File: src/hw/arb_pkg.sv
// Shared sizes and command opcodes for the four-master register bank
`default_nettype none

package arb_pkg;

  // Number of masters sharing the register bank
  localparam int NUM_REQ = 4;

  // Width of a binary master index
  localparam int IDX_W = 2;

  // Register address width, 16 registers in the bank
  localparam int ADDR_W = 4;

  // Register data width
  localparam int DATA_W = 8;

  // Command carried with each request
  typedef enum logic [0:0] {
    OP_READ  = 1'b0,  // Return register contents to the master
    OP_WRITE = 1'b1   // Update one register
  } cmd_op_e;

endpackage

`default_nettype wire

File: src/hw/priority_arb.sv
// Fixed priority arbiter where the lowest requesting index wins with a one-hot grant
`timescale 1ns/1ps
`default_nettype none

module priority_arb (
  input  logic [arb_pkg::NUM_REQ-1:0] req_i,  // Request vector, bit 0 highest priority
  output logic [arb_pkg::NUM_REQ-1:0] gnt_o   // One-hot grant, all zero when idle
);

  import arb_pkg::*;

  logic [NUM_REQ-1:0] lower_req;  // Bit i set when any index below i requests

  // Ripple the request OR from index 0 upward
  always_comb begin
    lower_req = '0;
    for (int i = 1; i < NUM_REQ; i++) begin
      lower_req[i] = lower_req[i-1] | req_i[i-1];  // Carry any earlier request
    end
  end

  // A bit survives only if nothing below it requests
  assign gnt_o = req_i & ~lower_req;  // Lowest set bit only

endmodule

`default_nettype wire

File: src/hw/rr_arbiter.sv
// Masked round robin arbiter with registered one-hot grant, index, strobe and group release
`timescale 1ns/1ps
`default_nettype none

module rr_arbiter (
  input  logic                        clk,
  input  logic                        reset,
  input  logic                        enable_i,       // Arbitration enable
  input  logic [arb_pkg::NUM_REQ-1:0] req_i,          // Level requests
  output logic [arb_pkg::NUM_REQ-1:0] gnt_o,          // Registered one-hot grant
  output logic [arb_pkg::IDX_W-1:0]   gnt_idx_o,      // Binary index of the winner
  output logic                        gnt_valid_o,    // One cycle per new grant
  output logic                        grp_release_o   // Grant came from the raw path
);

  import arb_pkg::*;

  logic [NUM_REQ-1:0] mask_q;         // Indices above the last winner
  logic [NUM_REQ-1:0] gnt_q;          // Grant issued on the last enabled edge
  logic               gnt_valid_q;    // New grant strobe
  logic               grp_release_q;  // Round wrap flag

  logic [NUM_REQ-1:0] mask_req;       // Requests still eligible in this round
  logic [NUM_REQ-1:0] mask_gnt;       // Winner among the masked requests
  logic [NUM_REQ-1:0] raw_gnt;        // Winner among all requests
  logic [NUM_REQ-1:0] sel_gnt;        // Grant to be loaded
  logic [NUM_REQ-1:0] nxt_mask;       // Mask following sel_gnt
  logic               masked_hit;     // Some masked request present
  logic               any_req;        // Some request present
  logic [IDX_W-1:0]   gnt_idx;        // Encoded registered grant

  assign mask_req   = req_i & mask_q;
  assign masked_hit = |mask_req;
  assign any_req    = |req_i;

  priority_arb masked_arb (
    .req_i (mask_req),
    .gnt_o (mask_gnt)
  );

  priority_arb raw_arb (
    .req_i (req_i),
    .gnt_o (raw_gnt)
  );

  // Masked path first, fall back to raw on a wrap
  assign sel_gnt = masked_hit ? mask_gnt : raw_gnt;

  // Next mask from the grant being issued now, so bits above the winner
  always_comb begin
    nxt_mask = '0;
    for (int i = 1; i < NUM_REQ; i++) begin
      nxt_mask[i] = nxt_mask[i-1] | sel_gnt[i-1];  // Set once the winner is passed
    end
  end

  // One-hot to binary, zero when no grant is held
  always_comb begin
    gnt_idx = '0;
    for (int i = 0; i < NUM_REQ; i++) begin
      if (gnt_q[i]) begin
        gnt_idx = gnt_idx | IDX_W'(i);
      end
    end
  end

  always_ff @(posedge clk or posedge reset) begin
    if (reset) begin
      mask_q        <= '1;  // First grant comes from the masked path
      gnt_q         <= '0;
      gnt_valid_q   <= 1'b0;
      grp_release_q <= 1'b0;
    end else begin
      gnt_valid_q   <= 1'b0;  // Strobes default low
      grp_release_q <= 1'b0;
      if (enable_i) begin
        if (any_req) begin
          gnt_q         <= sel_gnt;
          mask_q        <= nxt_mask;
          gnt_valid_q   <= 1'b1;
          grp_release_q <= ~masked_hit;  // Raw winner marks a new round
        end else begin
          gnt_q <= '0;  // Idle cycle, mask held
        end
      end
      // Enable low holds grant and mask
    end
  end

  assign gnt_o         = gnt_q;
  assign gnt_idx_o     = gnt_idx;
  assign gnt_valid_o   = gnt_valid_q;
  assign grp_release_o = grp_release_q;

endmodule

`default_nettype wire

File: src/hw/shared_regfile.sv
// Register bank that executes the granted master's read or write command
`timescale 1ns/1ps
`default_nettype none

module shared_regfile (
  input  logic                                       clk,
  input  logic                                       reset,
  input  logic                                       gnt_valid_i,  // New grant strobe
  input  logic [arb_pkg::IDX_W-1:0]                  gnt_idx_i,    // Granted master
  input  arb_pkg::cmd_op_e [arb_pkg::NUM_REQ-1:0]    op_i,         // Opcode per master
  input  logic [arb_pkg::NUM_REQ*arb_pkg::ADDR_W-1:0] addr_i,      // Flattened addresses
  input  logic [arb_pkg::NUM_REQ*arb_pkg::DATA_W-1:0] wdata_i,     // Flattened write data
  output logic [arb_pkg::DATA_W-1:0]                 rdata_o,      // Read data
  output logic                                       rd_valid_o,   // Read done strobe
  output logic [arb_pkg::IDX_W-1:0]                  rd_master_o   // Master that read
);

  import arb_pkg::*;

  // Per-master views of the flattened command buses
  logic [ADDR_W-1:0] cmd_addr  [NUM_REQ];
  logic [DATA_W-1:0] cmd_wdata [NUM_REQ];

  // Command of the granted master
  cmd_op_e           sel_op;
  logic [ADDR_W-1:0] sel_addr;
  logic [DATA_W-1:0] sel_wdata;

  logic do_write;  // Granted write this cycle
  logic do_read;   // Granted read this cycle

  // Register storage, 2**ADDR_W entries
  logic [DATA_W-1:0] regs_q [2**ADDR_W];

  // Read result registers
  logic [DATA_W-1:0] rdata_q;
  logic              rd_valid_q;
  logic [IDX_W-1:0]  rd_master_q;

  // Slice the flat vectors, master i at slot i
  always_comb begin
    for (int i = 0; i < NUM_REQ; i++) begin
      cmd_addr[i]  = addr_i[i*ADDR_W +: ADDR_W];
      cmd_wdata[i] = wdata_i[i*DATA_W +: DATA_W];
    end
  end

  // Mux by grant index, commands are stable while requested
  assign sel_op    = op_i[gnt_idx_i];
  assign sel_addr  = cmd_addr[gnt_idx_i];
  assign sel_wdata = cmd_wdata[gnt_idx_i];

  // Act only on the cycle after a fresh grant
  assign do_write = gnt_valid_i & (sel_op == OP_WRITE);
  assign do_read  = gnt_valid_i & (sel_op == OP_READ);

  // Bank clears to zero, one write per cycle
  always_ff @(posedge clk or posedge reset) begin
    if (reset) begin
      for (int i = 0; i < 2**ADDR_W; i++) begin
        regs_q[i] <= '0;
      end
    end else if (do_write) begin
      regs_q[sel_addr] <= sel_wdata;  // Lands two edges after the request sample
    end
  end

  // Read strobe, one cycle per completed read
  always_ff @(posedge clk or posedge reset) begin
    if (reset) begin
      rd_valid_q <= 1'b0;
    end else begin
      rd_valid_q <= do_read;
    end
  end

  // Read data and tag, qualified by rd_valid_o
  always_ff @(posedge clk) begin
    if (do_read) begin
      rdata_q     <= regs_q[sel_addr];
      rd_master_q <= gnt_idx_i;  // Tag with the requesting master
    end
  end

  assign rdata_o     = rdata_q;
  assign rd_valid_o  = rd_valid_q;
  assign rd_master_o = rd_master_q;

endmodule

`default_nettype wire

File: src/hw/arb_subsys_top.sv
// Shared register bank subsystem, round robin arbiter feeding the register bank
`timescale 1ns/1ps
`default_nettype none

module arb_subsys_top (
  input  logic                                       clk,
  input  logic                                       reset,          // Async, active high
  input  logic                                       enable_i,       // Gates arbitration
  input  logic [arb_pkg::NUM_REQ-1:0]                req_i,          // Level requests
  input  arb_pkg::cmd_op_e [arb_pkg::NUM_REQ-1:0]    op_i,           // Opcode per master
  input  logic [arb_pkg::NUM_REQ*arb_pkg::ADDR_W-1:0] addr_i,        // Address per master
  input  logic [arb_pkg::NUM_REQ*arb_pkg::DATA_W-1:0] wdata_i,       // Write data per master
  output logic [arb_pkg::NUM_REQ-1:0]                gnt_o,          // One-hot grant
  output logic                                       grp_release_o,  // Round wrap marker
  output logic [arb_pkg::DATA_W-1:0]                 rdata_o,        // Read data
  output logic                                       rd_valid_o,     // Read done strobe
  output logic [arb_pkg::IDX_W-1:0]                  rd_master_o     // Reader index
);

  import arb_pkg::*;

  // Arbiter to bank
  logic [IDX_W-1:0] gnt_idx;    // Winner index from registered grant
  logic             gnt_valid;  // High one cycle per new grant

  // Picks one master per enabled cycle
  rr_arbiter arb_inst (
    .clk           (clk),
    .reset         (reset),
    .enable_i      (enable_i),
    .req_i         (req_i),
    .gnt_o         (gnt_o),
    .gnt_idx_o     (gnt_idx),
    .gnt_valid_o   (gnt_valid),
    .grp_release_o (grp_release_o)
  );

  // Executes the winner's command one edge later
  shared_regfile regfile_inst (
    .clk         (clk),
    .reset       (reset),
    .gnt_valid_i (gnt_valid),
    .gnt_idx_i   (gnt_idx),
    .op_i        (op_i),
    .addr_i      (addr_i),
    .wdata_i     (wdata_i),
    .rdata_o     (rdata_o),
    .rd_valid_o  (rd_valid_o),
    .rd_master_o (rd_master_o)
  );

endmodule

`default_nettype wire

File: config.mk
export PLATFORM = sky130hd
export DESIGN_NAME = arb_subsys_top
export DESIGN_NICKNAME = d
export VERILOG_FILES = /design/src/hw/arb_pkg.sv /design/src/hw/priority_arb.sv /design/src/hw/rr_arbiter.sv /design/src/hw/shared_regfile.sv /design/src/hw/arb_subsys_top.sv
export SDC_FILE = /design/constraint.sdc
export NUM_CORES = 1
export LEC_CHECK = 0
export BUFFER_PORTS_ARGS = -buffer_cell sky130_fd_sc_hd__buf_2
export CAP_MARGIN = 30
export CORE_MARGIN = 3
export CORE_UTILIZATION = 59
export DETAILED_ROUTE_END_ITERATION = 10
export GPL_TIMING_DRIVEN = 0
export PLACE_DENSITY = 0.87
export SYNTH_ARGS = -nofsm -noshare
export SYNTH_HDL_FRONTEND = slang
export SYNTH_SLANG_ARGS = --single-unit
export TNS_END_PERCENT = 30
File: constraint.sdc
create_clock -name clk -period 6.7 [get_ports clk]
set_input_delay 1.34 -clock clk [delete_from_list [all_inputs] [get_ports clk]]
set_output_delay 1.34 -clock clk [all_outputs]
set_load 0.05 [all_outputs]
After elaboration in Yosys (flattened, before gate mapping):

Cells that the tools add are included.

* register bits: 149
* bits of input ports: 59
* output and inout bits: 16
* word-level logic and storage cells: 71

* $lt $le $gt $ge: 4
* mux-type cells: 23
* bitwise gates (word level): 17
* reductions and logical operators: 4

Operator list (number)
* 128-bit bitwise mux: 1
* 8-bit two-way mux: 5
* 8-bit binary-select mux with 4-bit select: 1
* 8-bit demux with 4-bit select: 1
* 8-bit binary-select mux with 2-bit select: 1
* 4-bit two-way mux: 4
* 4-bit AND: 3
* 4-bit binary-select mux with 2-bit select: 1
* 4-bit NOT: 2
* 4-bit OR reduction: 2
* 1-bit two-way mux: 6
* 1-bit bitwise OR: 6
* 5-bit greater-or-equal comparator (second input constant): 1
* 5-bit by 1-bit less-than comparator with 1-bit output (second input constant): 1
* 4-bit NOT with 5-bit output: 1
* 2-bit two-way mux: 2
* 3-bit greater-or-equal comparator (second input constant): 1
* 2-bit by 3-bit less-than comparator with 1-bit output (second input constant): 1
* 2-bit NOT with 3-bit output: 1
* 1-bit AND: 2
* 1-bit binary-select mux with 2-bit select: 1
* 1-bit NOT: 2
* 2-bit AND reduction: 1
* 1-bit logical AND: 1

Logic depth before layout (Yosys ltp):

* depth in word-level cells: 13
* mapped depth: 10
* depth with buffers taken out: 7

Cells and area by module:

From an unflattened synthesis, not the netlist that was laid out.

* cells, all modules: 518
* area, all modules: 7312.0 um^2

By module, submodules not included
* shared_regfile: instances 1, cells each 463, area each 6720.2 um^2, sequential area each 3528.4 um^2
* rr_arbiter: instances 1, cells each 47, area each 519.2 um^2, sequential area each 255.2 um^2
* priority_arb: instances 2, cells each 4, area each 36.3 um^2, sequential area each 0.0 um^2

Least setup slack after synthesis:

No wires, ideal clock.

* path type: input -> register
* start point: in addr_i[0] (netlist bit)
* end point: reg regfile_inst.rdata_q[3], in the netlist regfile_inst.rdata_o[3] (data pin)
* library setup time: 0.272 ns
* data arrival time: 2.913 ns
* data required time: 6.428 ns
* slack: 3.515 ns
* cell stages on the path: 8
* path buffers: 3
* cell sequence: mux2_4 -> a221o_1 -> buf_6 -> buf_6 -> buf_6 -> nand2_1 -> a311oi_1 -> or4_1

* cells in the longest elaborated chain, start to end: 7

Ends and longest elaborated chain
* from (decl): RTL line arb_subsys_top.sv:11 `input logic [arb_pkg::NUM_REQ*arb_pkg::ADDR_W-1:0] addr_i,`
* 4-bit binary-select mux with 2-bit select: RTL line shared_regfile.sv:50 `assign sel_addr = cmd_addr[gnt_idx_i];`
* 4-bit two-way mux (not written as such) (2 in a row): RTL line shared_regfile.sv:50
* 4-bit NOT with 5-bit output (not written as such): RTL line shared_regfile.sv:80 `rdata_q <= regs_q[sel_addr];`
* 8-bit binary-select mux with 4-bit select: RTL line shared_regfile.sv:80
* 8-bit two-way mux (not written as such) (2 in a row): RTL line shared_regfile.sv:80
* to (signal assigned): RTL line shared_regfile.sv:80
* to (decl): RTL line shared_regfile.sv:36 `logic [DATA_W-1:0] rdata_q;`

Every way passes these cells. The select of a mux whose other input is x is not followed.
A chain may end at the register's enable or synchronous reset.

Final worst setup path:

* start point: in addr_i[0] (netlist bit)
* end point: reg regfile_inst.rdata_q[2], in the netlist regfile_inst.rdata_o[2] (data pin)

Same word-level chain as after synthesis.

==> metrics <==
clock-pin slew on the worst setup and hold paths=0.06 ns; Crit Path Max Fanout=10; Final Skew=0.00877 ns; fin. max-slew vios=0; Chip Height=118 µm; Post-synth EDFFs=10; Iter 0 DRT Violations=469; outcome=complete, no violations; I/O pin total=75; All-Layer GR Usage=27.9%; unrepaired setup endpoints after global routing=false; CTS Buffer Depth=2; post-synthesis sequential area ratio=50.7%; syn nets=663; DRT Wirelength=19000 µm; cell breakdown of the critical path=buf_2 -> mux2_4 -> a221oi_4 -> clkbuf_1 -> a311oi_1 -> or4_1; Final Critical Period=3.36 ns; DR vias/cell=6.26; TritonCTS clock tree=built; Initial Utilization=61.3%; total gr overflow=0; number of hold violations in the final report=0; Fillers=862; Synth area leader=dfrtp_1; final core occ=70.9%; Max IR drop VDD=319 µV; vias in the first global route=5659; commonest non-fill, non-tap cells in the layout=dfrtp_1, mux2_1, buf_2, nand2_1, a211oi_1; Crit Reg-Reg Endpoint=regfile_inst.regs_q[102]; share of cells above drive strength 1=23.6%; core area=12200 µm²; switching share of power=35.5%; internal power=2.32 mW; Worst-Skew Late Latency=0.42 ns; design area=8620 µm²; top-area cell type share of the netlist area=45.3%; root buf cell=clkbuf_16; die width=118 µm; Place WS=2.99 ns; area occupied by multi-input gates=3420 µm²; detailed placement HPWL=13400 µm; number of antenna violations at the first check in global routing=0; post-synthesis area per instance=12.3 µm²; gpl congestion=0.952; WP data required=6.84 ns; crit start category=input port; Hold Path Cell Cnt=1; combinational share of power=33.0%; r2r setup slk=3.74 ns; ys async rst share=93.3%; Hold Crit Endpoint=regfile_inst.regs_q[32]; Bufs and invs on worst path=2; cell row count=40; setup TNS=0 ns; post-DR wirelength/cell=21.6 µm; switching power of the nets=1.27 mW; power per cell area=417 nW/µm²; period utilization=50.1%; first-pass GRT wire length=30300 µm; Rel. slew slack=48.5%; register area=3780 µm²; Die Area=14000 µm²; CP top delay family=buffers and inverters; area post-placement=8080 µm²; via count=5510; Reg power frac=42.1%; most common cell after layout, fill and taps aside=dfrtp_1; count of final setup violators=0; Min-Delay Path Class=reg -> reg; largest net degree at the start of global routing=84; DRC violations left=0; CTS H-tree depth=4; min-delay src=regfile_inst.regs_q[32]; Leakage=4.01 nW; Hold Buf Count CTS=0; Worst Reg-to-Reg Cells=8; DRT Pass-1 Iters=5; WS Path Type=in -> reg; layout overhead on the synthesized area=15.7%; post-route worst setup slack=3.34 ns; post-synthesis cell count=604; ANT nets after route=0; post-synth cell types=49; max_cap viols=0; crit path max-delay cell type=or4_1; total power=3.59 mW; Synth Register Bits=149; synthesized area=7460 µm²; final-stage net count=758; total CTS buffers=17; r2r startpoint=arb_inst.gnt_o[3]; Max Freq=298 MHz; critical path data arrival time=3.50 ns; Antenna diodes=0; Top FF cell, synth=dfrtp_1; post-cts resize count=0; clk sinks=149; Critical Path End Type=flop; max incr delay on CP=0.62 ns; Worst-Margin Slew=0.773 ns; clock power share=24.9%; warnings from Yosys=0; IO Port Bufs=74; setup repair bufs after CTS=0; Synth area leaders=dfrtp_1, mux2_1, edfxtp_1
==> flip-flops by register name, indices dropped and copies added, names as in the netlist <==
register / count
arb_inst.gnt_valid_o: 1
arb_inst.mask_q: 4
arb_inst.gnt_o: 4
regfile_inst.rd_master_o: 2
regfile_inst.rdata_o: 8
regfile_inst.rd_valid_o: 1
regfile_inst.regs_q: 128
arb_inst.grp_release_o: 1
==> metrics by stage <==
stage                     hold slack [ns]  instances
after global placement              0.459        846
after global routing                0.488        880
after detailed placement            0.467        848
after floorplan                     0.449        604
final                               0.475        880
after CTS                           0.480        880
==> worst reg2reg max path: stages (launching register included) <==
cell and delay (ns):
dfrtp_1 0.37, buf_4 0.17, nor2_1 0.21, buf_2 0.29, clkbuf_1 0.39, a211oi_1 0.10, a21oi_1 0.62, clkbuf_1 0.50
mux2_2 0.26
==> kinds of logic (layout without fill, tap and decap cells) <==
family | count (synthesis) | after routing | share of synthesized area [%]
AO/OA/AOI/OAI | 99 | 99 | 10.2
buffers and inverters | 48 | 156 | 3.44
flip-flops | 149 | 149 | 50.7
multiplexers | 151 | 151 | 22.6
AND/OR/NAND/NOR | 157 | 157 | 13.0
==> layer usage <==
metal	vias to the layer above	wire length (µm)	share of wire, %	track usage, %
met5	-	0	0	0
met1	2783	7470	39	35.2
met4	0	618	3.2	11.3
li1	2436	-	-	-
met2	239	9530	50	45.7
met3	52	1390	7.3	7.46
==> cell type report <==
class                           instances  share of cell area [%]
Sequential cell                       149                    43.9
Multi-Input combinational cell        407                    39.6
Clock buffer                           18                    4.98
Timing Repair Buffer                   76                    4.70
Buffer                                 40                    2.63
Tap cell                              168                    2.44
Clock inverter                         14                    1.36
Inverter                                8                   0.406
==> worst max path at each step <==
| stage | start | end | slack (ns) | cells after the start |
|---|---|---|---|---|
| final | addr_i[0] | regfile_inst.rdata_o[2] | 3.34 | 6 |
| after global routing | addr_i[0] | regfile_inst.rdata_o[2] | 3.27 | 6 |
| after CTS | addr_i[0] | regfile_inst.rdata_o[2] | 3.41 | 6 |
| after detailed placement | addr_i[0] | regfile_inst.rdata_o[2] | 2.99 | 6 |
| after global placement | reset | regfile_inst.regs_q[13] | 0.41 | 2 |
| after floorplan | reset | arb_inst.gnt_o[0] | 1.64 | 1 |
==> power groups by stage <==
stage	Sequential (mW)	Clock [mW]	Combinational [mW]
global route	1.55	0.937	1.28
floorplan	1.53	0	0.780
CTS	1.50	0.903	1.18
finish	1.51	0.894	1.19
detailed placement	1.52	0	1.16
global placement	1.48	0	1.10
==> cells in the mapped netlist, drive strengths merged, types with 2 or more instances <==
| cell type | instances |
|---|---|
| or4 | 8 |
| buf | 25 |
| o21ai | 9 |
| a221oi | 9 |
| or3 | 3 |
| a311oi | 24 |
| edfxtp | 10 |
| nand4 | 5 |
| mux2 | 133 |
| inv | 8 |
| o22ai | 3 |
| nor2b | 8 |
| dfrtp | 135 |
| nand2 | 76 |
| and3 | 24 |
| and2 | 4 |
| mux2i | 18 |
| clkbuf | 15 |
| a211oi | 25 |
| nor2 | 21 |
| nand2b | 4 |
| a21oi | 20 |
| nand3 | 2 |
| dfstp | 4 |
Power figures use the tool's default switching activity.
